**config.mk**
```make
export PLATFORM = sky130hd
export DESIGN_NAME = dcache_hit_stage
export DESIGN_NICKNAME = d
export VERILOG_FILES = /design/src/hdl/dcache_pkg.sv /design/src/hdl/dcache_hit_path.sv /design/src/hdl/dcache_hit_stage.sv /design/src/hdl/dcache_miss_fsm.sv /design/src/hdl/dcache_resp.sv
export VERILOG_INCLUDE_DIRS = /design/src /design/src/hdl
export SDC_FILE = /design/constraint.sdc
export NUM_CORES = 1
export LEC_CHECK = 0
export BUFFER_PORTS_ARGS = -buffer_cell sky130_fd_sc_hd__buf_2
export CORE_UTILIZATION = 25
export CTS_CLUSTER_DIAMETER = 40
export DETAILED_ROUTE_END_ITERATION = 8
export PLACE_DENSITY = 0.53
export SLEW_MARGIN = 5
export SYNTH_ARGS = -nofsm -noshare
export SYNTH_HDL_FRONTEND = slang
export SYNTH_SLANG_ARGS = --single-unit
```
**constraint.sdc**
```tcl
create_clock -name clk_i -period 6.36 [get_ports clk_i]
set_clock_uncertainty 0.05 [all_clocks]
set_input_delay 1.59 -clock clk_i [delete_from_list [all_inputs] [get_ports clk_i]]
set_output_delay 1.59 -clock clk_i [all_outputs]
set_load 0.005 [all_outputs]
```
**src/hdl/dcache_defs.svh**
```systemverilog
// Data cache geometry
// Word, address, line and index sizes shared by the
// package types and the address slicing in the RTL

`ifndef DCACHE_DEFS_SVH
`define DCACHE_DEFS_SVH

// word and address widths
`define DC_XLEN           32
`define DC_PLEN           32

// line and set organisation
`define DC_BLK_BITS       128
`define DC_WAYS           2
`define DC_IDX_BITS       4

// address fields
`define DC_BLK_OFFS_BITS  4
`define DC_DAT_OFFS_BITS  2
`define DC_TAG_BITS       24

// bus address compare starts above the byte lanes
`define DC_BURST_LSB      2

`endif

```
**src/hdl/dcache_pkg.sv**
```systemverilog
// Data cache types
// Memory FSM states, BIU commands and the word, line,
// address and way types of the hit stage

`default_nettype none

`include "dcache_defs.svh"

package dcache_pkg;

  // miss handling states
  typedef enum logic [2:0] {
    ARMED,
    READ,
    EVICT,
    RECOVER0,
    RECOVER1
  } memfsm_e;

  // commands toward the bus interface
  typedef enum logic [1:0] {
    BIUCMD_NOP,
    BIUCMD_READWAY,
    BIUCMD_WRITEWAY
  } biucmd_e;

  typedef logic [`DC_XLEN-1:0]         word_t;
  typedef logic [`DC_XLEN/8-1:0]       be_t;
  typedef logic [`DC_BLK_BITS-1:0]     line_t;
  typedef logic [`DC_BLK_BITS/8-1:0]   line_be_t;
  typedef logic [`DC_PLEN-1:0]         adr_t;
  typedef logic [`DC_IDX_BITS-1:0]     idx_t;
  typedef logic [`DC_TAG_BITS-1:0]     tag_t;
  typedef logic [`DC_DAT_OFFS_BITS-1:0] offs_t;
  typedef logic [`DC_WAYS-1:0]         way_t;

endpackage

`default_nettype wire

```
**src/hdl/dcache_hit_path.sv**
```systemverilog
// Data cache hit path
// Qualifies core requests, captures write hits into the
// one-entry write buffer and forms the read word, with
// any pending buffered store merged in

`timescale 1ns/1ps
`default_nettype none

`include "dcache_defs.svh"

module dcache_hit_path (
  input  logic                  clk_i,
  input  logic                  rst_ni,
  input  logic                  req_i,
  input  logic                  wreq_i,
  input  logic                  flush_i,
  input  dcache_pkg::adr_t      adr_i,
  input  dcache_pkg::be_t       be_i,
  input  dcache_pkg::word_t     d_i,
  input  logic                  cache_hit_i,
  input  dcache_pkg::way_t      ways_hit_i,
  input  dcache_pkg::line_t     cache_line_i,
  input  logic                  writebuffer_ack_i,
  output logic                  hit_req_o,
  output logic                  miss_req_o,
  output dcache_pkg::word_t     hit_word_o,
  output logic                  writebuffer_we_o,
  output dcache_pkg::idx_t      writebuffer_idx_o,
  output dcache_pkg::offs_t     writebuffer_offs_o,
  output dcache_pkg::word_t     writebuffer_data_o,
  output dcache_pkg::line_be_t  writebuffer_be_o,
  output dcache_pkg::way_t      writebuffer_ways_hit_o
);

  import dcache_pkg::*;

  logic  valid_req;
  logic  write_hit;
  logic  bypass_we;
  idx_t  idx;
  offs_t dat_offset;
  line_t wb_line;
  line_t merged_line;

  ////////////////////////////////
  // request qualification
  ////////////////////////////////

  assign valid_req  = req_i & ~flush_i;
  assign hit_req_o  = valid_req & cache_hit_i;
  assign miss_req_o = valid_req & ~cache_hit_i;
  assign write_hit  = hit_req_o & wreq_i;

  assign idx        = adr_i[`DC_BLK_OFFS_BITS +: `DC_IDX_BITS];
  assign dat_offset = adr_i[`DC_BLK_OFFS_BITS-1 -: `DC_DAT_OFFS_BITS];

  ////////////////////////////////
  // write buffer
  ////////////////////////////////

  // a new write hit wins over the ack of the old entry
  always_ff @(posedge clk_i or negedge rst_ni) begin
    if (!rst_ni) begin
      writebuffer_we_o <= 1'b0;
    end else if (flush_i) begin
      writebuffer_we_o <= 1'b0;
    end else if (write_hit) begin
      writebuffer_we_o <= 1'b1;
    end else if (writebuffer_ack_i) begin
      writebuffer_we_o <= 1'b0;
    end
  end

  // byte enables move to the word's lanes within the line
  always_ff @(posedge clk_i) begin
    if (write_hit) begin
      writebuffer_idx_o      <= idx;
      writebuffer_offs_o     <= dat_offset;
      writebuffer_data_o     <= d_i;
      writebuffer_be_o       <= line_be_t'(be_i) << (dat_offset * (`DC_XLEN / 8));
      writebuffer_ways_hit_o <= ways_hit_i;
    end
  end

  ////////////////////////////////
  // read word with bypass
  ////////////////////////////////

  assign bypass_we = writebuffer_we_o &
                     (idx == writebuffer_idx_o) &
                     (ways_hit_i == writebuffer_ways_hit_o);

  assign wb_line = {(`DC_BLK_BITS / `DC_XLEN){writebuffer_data_o}};

  always_comb begin
    for (int i = 0; i < `DC_BLK_BITS / 8; i++) begin
      if (bypass_we && writebuffer_be_o[i]) begin
        merged_line[i*8 +: 8] = wb_line[i*8 +: 8];
      end else begin
        merged_line[i*8 +: 8] = cache_line_i[i*8 +: 8];
      end
    end
  end

  assign hit_word_o = merged_line[dat_offset * `DC_XLEN +: `DC_XLEN];

  // payload must be valid whenever the buffer is held
  a_wb_idx_known : assert property (
    @(posedge clk_i) disable iff (!rst_ni)
    writebuffer_we_o |-> !$isunknown(writebuffer_idx_o)
  );

endmodule

`default_nettype wire

```
**src/hdl/dcache_hit_stage.sv**
```systemverilog
// Data cache hit stage
// Top of the hit stage: request qualification and write
// buffer, miss FSM toward the bus interface, and the
// response toward the core

`timescale 1ns/1ps
`default_nettype none

`include "dcache_defs.svh"

module dcache_hit_stage (
  input  logic                  clk_i,
  input  logic                  rst_ni,
  // core request
  input  logic                  req_i,
  input  logic                  wreq_i,
  input  dcache_pkg::adr_t      adr_i,
  input  dcache_pkg::be_t       be_i,
  input  dcache_pkg::word_t     d_i,
  input  logic                  flush_i,
  // tag and data memories
  input  logic                  cache_hit_i,
  input  dcache_pkg::way_t      ways_hit_i,
  input  dcache_pkg::line_t     cache_line_i,
  input  logic                  way_dirty_i,
  input  dcache_pkg::way_t      fill_way_i,
  output dcache_pkg::idx_t      idx_o,
  output dcache_pkg::tag_t      core_tag_o,
  output logic                  latchmem_o,
  // bus interface
  output dcache_pkg::biucmd_e   biucmd_o,
  input  logic                  biucmd_ack_i,
  input  logic                  biu_ack_i,
  input  logic                  biu_err_i,
  input  dcache_pkg::word_t     biu_q_i,
  input  dcache_pkg::adr_t      biu_adro_i,
  // write buffer
  output logic                  writebuffer_we_o,
  input  logic                  writebuffer_ack_i,
  output dcache_pkg::idx_t      writebuffer_idx_o,
  output dcache_pkg::offs_t     writebuffer_offs_o,
  output dcache_pkg::word_t     writebuffer_data_o,
  output dcache_pkg::line_be_t  writebuffer_be_o,
  output dcache_pkg::way_t      writebuffer_ways_hit_o,
  // status and response
  output logic                  evict_read_o,
  output logic                  filling_o,
  output dcache_pkg::way_t      fill_way_o,
  output logic                  armed_o,
  output logic                  stall_o,
  output logic                  ack_o,
  output dcache_pkg::word_t     q_o,
  output logic                  err_o
);

  import dcache_pkg::*;

  logic    hit_req;
  logic    miss_req;
  word_t   hit_word;
  memfsm_e memfsm_state;

  // memory index and tag straight from the core address
  assign idx_o      = adr_i[`DC_BLK_OFFS_BITS +: `DC_IDX_BITS];
  assign core_tag_o = adr_i[`DC_PLEN-1 -: `DC_TAG_BITS];

  dcache_hit_path u_hit_path (
    .clk_i                  (clk_i),
    .rst_ni                 (rst_ni),
    .req_i                  (req_i),
    .wreq_i                 (wreq_i),
    .flush_i                (flush_i),
    .adr_i                  (adr_i),
    .be_i                   (be_i),
    .d_i                    (d_i),
    .cache_hit_i            (cache_hit_i),
    .ways_hit_i             (ways_hit_i),
    .cache_line_i           (cache_line_i),
    .writebuffer_ack_i      (writebuffer_ack_i),
    .hit_req_o              (hit_req),
    .miss_req_o             (miss_req),
    .hit_word_o             (hit_word),
    .writebuffer_we_o       (writebuffer_we_o),
    .writebuffer_idx_o      (writebuffer_idx_o),
    .writebuffer_offs_o     (writebuffer_offs_o),
    .writebuffer_data_o     (writebuffer_data_o),
    .writebuffer_be_o       (writebuffer_be_o),
    .writebuffer_ways_hit_o (writebuffer_ways_hit_o)
  );

  dcache_miss_fsm u_miss_fsm (
    .clk_i                  (clk_i),
    .rst_ni                 (rst_ni),
    .flush_i                (flush_i),
    .miss_req_i             (miss_req),
    .way_dirty_i            (way_dirty_i),
    .fill_way_i             (fill_way_i),
    .adr_i                  (adr_i),
    .writebuffer_we_i       (writebuffer_we_o),
    .writebuffer_idx_i      (writebuffer_idx_o),
    .writebuffer_ways_hit_i (writebuffer_ways_hit_o),
    .biucmd_ack_i           (biucmd_ack_i),
    .biu_err_i              (biu_err_i),
    .memfsm_state_o         (memfsm_state),
    .biucmd_o               (biucmd_o),
    .fill_way_o             (fill_way_o),
    .evict_read_o           (evict_read_o),
    .filling_o              (filling_o),
    .armed_o                (armed_o)
  );

  dcache_resp u_resp (
    .clk_i          (clk_i),
    .rst_ni         (rst_ni),
    .flush_i        (flush_i),
    .memfsm_state_i (memfsm_state),
    .hit_req_i      (hit_req),
    .miss_req_i     (miss_req),
    .hit_word_i     (hit_word),
    .adr_i          (adr_i),
    .biu_adro_i     (biu_adro_i),
    .biu_q_i        (biu_q_i),
    .biu_ack_i      (biu_ack_i),
    .biu_err_i      (biu_err_i),
    .stall_o        (stall_o),
    .latchmem_o     (latchmem_o),
    .ack_o          (ack_o),
    .err_o          (err_o),
    .q_o            (q_o)
  );

endmodule

`default_nettype wire

```
**src/hdl/dcache_miss_fsm.sv**
```systemverilog
// Data cache memory FSM
// Runs line fills through the bus interface on a miss,
// reads the victim way out first when it is dirty, and
// holds two recovery cycles before rearming

`timescale 1ns/1ps
`default_nettype none

`include "dcache_defs.svh"

module dcache_miss_fsm (
  input  logic                 clk_i,
  input  logic                 rst_ni,
  input  logic                 flush_i,
  input  logic                 miss_req_i,
  input  logic                 way_dirty_i,
  input  dcache_pkg::way_t     fill_way_i,
  input  dcache_pkg::adr_t     adr_i,
  input  logic                 writebuffer_we_i,
  input  dcache_pkg::idx_t     writebuffer_idx_i,
  input  dcache_pkg::way_t     writebuffer_ways_hit_i,
  input  logic                 biucmd_ack_i,
  input  logic                 biu_err_i,
  output dcache_pkg::memfsm_e  memfsm_state_o,
  output dcache_pkg::biucmd_e  biucmd_o,
  output dcache_pkg::way_t     fill_way_o,
  output logic                 evict_read_o,
  output logic                 filling_o,
  output logic                 armed_o
);

  import dcache_pkg::*;

  memfsm_e memfsm_state;
  memfsm_e nxt_memfsm_state;
  biucmd_e nxt_biucmd;
  idx_t    idx;
  logic    wb_conflict;
  logic    victim_dirty;
  logic    start_fill;
  logic    evict_read;

  assign idx = adr_i[`DC_BLK_OFFS_BITS +: `DC_IDX_BITS];

  // buffered store to the victim makes it dirty
  // buffer is dropped on a flush
  assign wb_conflict  = writebuffer_we_i & ~flush_i &
                        (idx == writebuffer_idx_i) &
                        (fill_way_i == writebuffer_ways_hit_i);
  assign victim_dirty = way_dirty_i | wb_conflict;

  assign start_fill = (memfsm_state == ARMED) & miss_req_i;

  ////////////////////////////////
  // next state
  ////////////////////////////////

  always_comb begin
    nxt_memfsm_state = memfsm_state;
    nxt_biucmd       = BIUCMD_NOP;
    evict_read       = 1'b0;

    unique case (memfsm_state)
      ARMED: begin
        if (miss_req_i) begin
          // new line is read before the old one leaves
          nxt_biucmd = BIUCMD_READWAY;
          if (victim_dirty) begin
            nxt_memfsm_state = EVICT;
            evict_read       = 1'b1;
          end else begin
            nxt_memfsm_state = READ;
          end
        end
      end

      READ: begin
        if (biucmd_ack_i || biu_err_i) begin
          nxt_memfsm_state = RECOVER0;
        end
      end

      EVICT: begin
        if (biucmd_ack_i || biu_err_i) begin
          nxt_memfsm_state = RECOVER0;
          nxt_biucmd       = BIUCMD_WRITEWAY;
        end
      end

      // index setup, then memory output latch
      RECOVER0: nxt_memfsm_state = RECOVER1;
      RECOVER1: nxt_memfsm_state = ARMED;

      default: nxt_memfsm_state = ARMED;
    endcase
  end

  ////////////////////////////////
  // state and outputs
  ////////////////////////////////

  always_ff @(posedge clk_i or negedge rst_ni) begin
    if (!rst_ni) begin
      memfsm_state <= ARMED;
      biucmd_o     <= BIUCMD_NOP;
      evict_read_o <= 1'b0;
      filling_o    <= 1'b0;
      armed_o      <= 1'b1;
    end else begin
      memfsm_state <= nxt_memfsm_state;
      biucmd_o     <= nxt_biucmd;
      evict_read_o <= evict_read;
      filling_o    <= (nxt_memfsm_state == READ) | (nxt_memfsm_state == EVICT);
      armed_o      <= (nxt_memfsm_state == ARMED);
    end
  end

  // fill goes to the way that was read
  always_ff @(posedge clk_i) begin
    if (start_fill) begin
      fill_way_o <= fill_way_i;
    end
  end

  assign memfsm_state_o = memfsm_state;

  // writeback only right after leaving EVICT
  a_writeway_after_evict : assert property (
    @(posedge clk_i) disable iff (!rst_ni)
    (biucmd_o == BIUCMD_WRITEWAY) |->
      ($past(memfsm_state) == EVICT) && (memfsm_state == RECOVER0)
  );

  a_state_legal : assert property (
    @(posedge clk_i) disable iff (!rst_ni)
    !$isunknown(memfsm_state) &&
      (memfsm_state inside {ARMED, READ, EVICT, RECOVER0, RECOVER1})
  );

endmodule

`default_nettype wire

```
**src/hdl/dcache_resp.sv**
```systemverilog
// Data cache response
// Stall and memory latch decode per FSM state, and the
// registered ack, read data and error toward the core

`timescale 1ns/1ps
`default_nettype none

`include "dcache_defs.svh"

module dcache_resp (
  input  logic                 clk_i,
  input  logic                 rst_ni,
  input  logic                 flush_i,
  input  dcache_pkg::memfsm_e  memfsm_state_i,
  input  logic                 hit_req_i,
  input  logic                 miss_req_i,
  input  dcache_pkg::word_t    hit_word_i,
  input  dcache_pkg::adr_t     adr_i,
  input  dcache_pkg::adr_t     biu_adro_i,
  input  dcache_pkg::word_t    biu_q_i,
  input  logic                 biu_ack_i,
  input  logic                 biu_err_i,
  output logic                 stall_o,
  output logic                 latchmem_o,
  output logic                 ack_o,
  output logic                 err_o,
  output dcache_pkg::word_t    q_o
);

  import dcache_pkg::*;

  logic biu_match;
  logic biu_req_ack;

  assign biu_match = biu_adro_i[`DC_PLEN-1:`DC_BURST_LSB] == adr_i[`DC_PLEN-1:`DC_BURST_LSB];

  // bus data for the requested word during a fill
  assign biu_req_ack = (hit_req_i | miss_req_i) & biu_ack_i & biu_match;

  ////////////////////////////////
  // stall and latch
  ////////////////////////////////

  always_comb begin
    unique case (memfsm_state_i)
      ARMED: begin
        stall_o    = miss_req_i;
        latchmem_o = ~stall_o;
      end
      // a flushed pipe has nothing left to wait for
      READ, EVICT: begin
        stall_o    = ~flush_i & ~(hit_req_i | biu_req_ack);
        latchmem_o = ~stall_o;
      end
      RECOVER0: begin
        stall_o    = 1'b1;
        latchmem_o = 1'b0;
      end
      default: begin
        stall_o    = 1'b1;
        latchmem_o = 1'b1;
      end
    endcase
  end

  ////////////////////////////////
  // core response
  ////////////////////////////////

  always_ff @(posedge clk_i or negedge rst_ni) begin
    if (!rst_ni) begin
      ack_o <= 1'b0;
      err_o <= 1'b0;
    end else begin
      unique case (memfsm_state_i)
        ARMED:       ack_o <= hit_req_i;
        READ, EVICT: ack_o <= hit_req_i | biu_req_ack;
        default:     ack_o <= 1'b0;
      endcase
      err_o <= biu_err_i;
    end
  end

  always_ff @(posedge clk_i) begin
    if ((memfsm_state_i == READ || memfsm_state_i == EVICT) && !hit_req_i) begin
      q_o <= biu_q_i;
    end else begin
      q_o <= hit_word_i;
    end
  end

endmodule

`default_nettype wire

```
Yosys cells after proc, flatten, opt, wreduce, memory -nomap -nowiden
Index checks and enable logic that the tools add are counted.

operators by class
  multiplexer cells = 33
  shift-type cells = 2
  reductions and logical operators = 24
  equal/unequal tests = 9
  bitwise logic cells = 22

operators with widths
  cell                                                                    count
  8-bit 2-to-1 mux                                                        16
  128-bit by 8-bit variable part select with 32-bit output                1
  32-bit 2-to-1 mux                                                       1
  30-bit equality test                                                    1
  1-bit logical AND                                                       17
  4-bit by 4-bit left shift with 16-bit output                            1
  1-bit bitwise AND                                                       13
  3-bit by 2-bit equality test with 1-bit output (second input constant)  3
  3-bit one-hot mux with 3 select lines                                   1
  1-bit 2-to-1 mux                                                        7
  3-bit by 1-bit equality test with 1-bit output (second input constant)  2
  3-bit logical NOT                                                       2
  3-bit 2-to-1 mux                                                        2
  1-bit NOT                                                               5
  2-bit equality test                                                     2
  4-bit equality test                                                     1
  2-bit 2-to-1 mux                                                        2
  1-bit bitwise OR                                                        4
  1-bit one-hot mux with 2 select lines                                   2
  2-bit one-hot mux with 2 select lines                                   1
  1-bit one-hot mux with 3 select lines                                   1
  3-bit nonzero test                                                      1
  1-bit logical OR                                                        2
  2-bit OR reduction                                                      1
  1-bit logical NOT                                                       1

word-level totals
  flip-flop bits (word level) = 101
  output and inout port bits = 128
  bits of input ports = 275

Longest topological paths before layout
  depth after elaboration = 11
  mapped depth = 8

By module
From an unflattened synthesis, not the netlist that was laid out.

second synthesis, totals
  cell total of the unflattened synthesis = 560
  area, all modules = 6,152.2 um^2

by module, submodules not included
  module            seq. area each (um^2)  area each (um^2)  cells an instance  instances
  dcache_hit_path   1,706.6                3,833.7           367                1
  dcache_resp       690.7                  1,602.8           124                1
  dcache_miss_fsm   261.5                  505.5             41                 1
  dcache_hit_stage  0.0                    210.2             28                 1

Worst setup path before layout
Ideal clock, no wire load.

  path kind = input -> output
  start = input port adr_i[3]
  end = output port latchmem_o
  arrival time = 2,786 ps
  cell stages on the path = 7
  required time = 4,720 ps
  buffers on the path = 1
  setup slack = 1,934 ps
  cells stage by stage = clkbuf_1 > xnor2_1 > nand4_1 > nor4_1 > a31oi_1 > o21ai_0 > nand2b_1

on the way
  cells in the longest elaborated chain, start to end = 7

RTL lines
  element                                RTL line                text
  start, declared                        dcache_hit_stage.sv:17  input dcache_pkg::adr_t adr_i,
  30-bit equality test                   dcache_resp.sv:35       assign biu_match = biu_adro_i[`DC_PLEN-1:`DC_BURST_LSB] == adr_i[`DC_PLEN-1:`DC_BURST_LSB];
  1-bit bitwise AND                      dcache_resp.sv:38       assign biu_req_ack = (hit_req_i | miss_req_i) & biu_ack_i & biu_match;
  1-bit bitwise OR                       dcache_resp.sv:52       stall_o = ~flush_i & ~(hit_req_i | biu_req_ack);
  1-bit NOT                              dcache_resp.sv:52
  1-bit bitwise AND                      dcache_resp.sv:52
  1-bit NOT                              dcache_resp.sv:53       latchmem_o = ~stall_o;
  1-bit one-hot mux with 3 select lines  dcache_resp.sv:45       unique case (memfsm_state_i)
  end, declared                          dcache_hit_stage.sv:29  output logic latchmem_o,

No other way between the ends.

Final worst setup path
  start = input port adr_i[6]
  end = output port latchmem_o

The elaborated chain is that of the path after synthesis.

==> run metrics <==
worst endpoint data arrival time 3.21 ns; critical path cell sequence buf_2, xnor2_1, nand4_1, nor4_1, a31oi_1, o21ai_0, nand2b_1, buf_2; Core Footprint 26210 sq um; CTS tree done; Filler cells 2740; worst-path fanout max 4; critical path class input pin to primary output; vias 6915; Setup TNS Final 0 ns; EDFF count, synth 58; CTS clk-pin slew, worst paths 0.08 ns; setup bufs post-CTS 0; vias in the first global route 6603; share of cells above drive strength 1 0.4694; gr usage total 0.1900; buffers plus inverters on the worst setup path 2; average cell area after synthesis 9.212 sq um; post-cts sizing count 0; Worst EP required 4.72 ns; Power Total 0.002311 W; CTS Buffer Depth 2; dominant cells by area after synthesis edfxtp_1, mux2_2, dfxtp_1; Yosys reg bits 101; Max-Cap Viols 0; Pwr per Cell Area 254.3 nW/um^2; CP Launch Type input pin; top cells by count, synth nor2_1, mux2_2, edfxtp_1; failing checks DRC; 1st-iter DRT viols 430; status finished, violations left; Die X 165.9 microns; Post-Syn Area 6715 sq um; ys async rst share 0.1089; die area 27520 sq um; worst-margin pin slew 0.8459 ns; CP peak stage delay 0.59 ns; Tmin final 4.854 ns; Post-Synthesis Net Count 1004; DIE HEIGHT 165.9 microns; num ports 403; antenna viol nets, final 0; Most Frequent Cell on Critical Path buf_2; Initial Utilization 0.2562; nets@finish 1350; Area Overhead vs Synth 35.29%; Wirelength per Cell 19.11 microns; Crit path max-delay family simple AND/OR/NAND/NOR gates; Worst path slowest cell nor4_1; CP Capture Type primary output; Vias per Instance 4.883; Initial DRT Pass Iterations 7; RSZ-0062 raised after global routing false; WL final 27.06 mm; Synthesis Warnings 0; port bufs 398; final RePlAce weighted congestion 0.8084; leading area contributor after synthesis edfxtp_1; GR Overflow Total 0; Remaining DRCs 28; top-count cell post-synth nor2_1; relative slew slack 0.4340; row count 59; Seq/Total Area, Yosys 0.3959; Final Cycle Share 0.7632; CTS Hold Bufs 0; CTS Sinks 101; first-pass GRT wire length 39.30 mm; CTS Buf Count 9; Yosys top cell area share 0.2594; Yosys cell types 41; initial antenna violation count 4; Hold Fails Final Rpt 0; largest net degree at the start of global routing 39; # setup viols final 0; clk_lat worst skew 0.35 ns; top_reg_cell synth edfxtp_1; # H-tree levels 3; clk root buf clkbuf_16; LEAKAGE 4.036 nW; hpwl dp 20.93 mm; Max Fclk 0.2060 GHz; worst vdd ir 0.1580 mV; final count of pins violating max slew 0; Synth Instances 729; Hold Crit Class flip-flop to flip-flop
-- cell families (layout without fill, tap and decap cells) --
family          Yosys count  in the layout  share of synthesized area
mux                      72             72                     0.1192
other cells               0              1                          0
buf+inv                  79            430                    0.07378
simple gates            388            388                     0.2953
xor+xnor                 39             39                    0.05087
compound gates           50             50                    0.06484
flops                   101            101                     0.3959
-- per-stage QoR --
step | std cells | util | instance area, sq um | worst slack, ns | hold slack (ns)
2_1_floorplan | 729 | - | 6715 | 1.934 | 0.5901
3_3_place_gp | 1399 | 0.3343 | 8761 | 1.380 | 0.5603
3_5_place_dp | 1399 | 0.3343 | 8761 | 1.360 | 0.5725
4_1_cts | 1415 | 0.3466 | 9082 | 1.347 | 0.5914
5_1_grt | 1416 | 0.3467 | 9085 | 1.308 | 0.6206
6_report | 1416 | 0.3467 | 9085 | 1.506 | 0.5904
-- metal layers --
layer	global-route usage	up-vias	share of wire
met5	0	-	0.00070
met4	0.04754	4	0.018
met3	0.05005	32	0.076
met2	0.3543	325	0.51
met1	0.2132	3263	0.39
li1	-	3291	-
-- cell type report --
type | count | area [sq um] | area share
Multi-Input combinational cell | 549 | 3575 | 0.3935
Sequential cell | 101 | 2659 | 0.2927
Timing Repair Buffer | 413 | 2105 | 0.2316
Tap cell | 335 | 419.2 | 0.04614
Clock buffer | 10 | 229.0 | 0.02520
Clock inverter | 6 | 92.59 | 0.01019
Inverter | 1 | 3.754 | 0.0004132
Antenna cell | 1 | 2.502 | 0.0002754
-- path summary, 6_finish.rpt --
kind                                                                start                           endpoint  slack [ns]  cells after the start
min in group asynchronous                                          rst_ni  u_miss_fsm.evict_read_o$_DFF_PN0_        1.04                      1
min                                u_miss_fsm.memfsm_state_o[2]$_DFF_PN0_     u_miss_fsm.filling_o$_DFF_PN0_        0.59                      1
max in group asynchronous                                          rst_ni       u_miss_fsm.armed_o$_DFF_PN1_        4.95                      1
max reg2reg                u_hit_path.writebuffer_ways_hit_o[0]$_DFFE_PP_             u_resp.q_o[13]$_DFF_P_        2.85                      6
max                                                              adr_i[6]                         latchmem_o        1.51                      8
min reg2reg                        u_miss_fsm.memfsm_state_o[2]$_DFF_PN0_     u_miss_fsm.filling_o$_DFF_PN0_        0.59                      1
-- sequential cells by signal (all words and copies together) (netlist names), 2 cells and up --
register / count
u_hit_path.writebuffer_be_o: 16
u_hit_path.writebuffer_data_o: 32
u_hit_path.writebuffer_idx_o: 4
u_hit_path.writebuffer_offs_o: 2
u_hit_path.writebuffer_ways_hit_o: 2
u_miss_fsm.biucmd_o: 2
u_miss_fsm.fill_way_o: 2
u_miss_fsm.memfsm_state_o: 3
u_resp.q_o: 32
-- where the power goes --
part	internal (W)	switching (W)	leakage (nW)	total [W]
clock network	0.000349	0.000275	0.150	0.000624
logic	0.000357	0.000426	2.97	0.000783
registers	0.000838	0.0000654	0.915	0.000904
-- placed cells by master, fill, tap and decap left out, types with 8 or more instances in the layout --
cell type / instances
nand2_1: 44
o41ai_1: 29
or3_1: 8
mux2i_1: 8
or4_1: 24
buf_4: 15
xor2_1: 10
nand4_1: 10
nor2_1: 155
nor3_1: 52
dfxtp_1: 32
nor3b_1: 49
dfrtp_1: 10
and2_1: 13
xnor2_1: 29
mux2_2: 64
buf_2: 398
o311ai_0: 8
edfxtp_1: 58
clkbuf_16: 9
(Power assumes the default switching activity.)
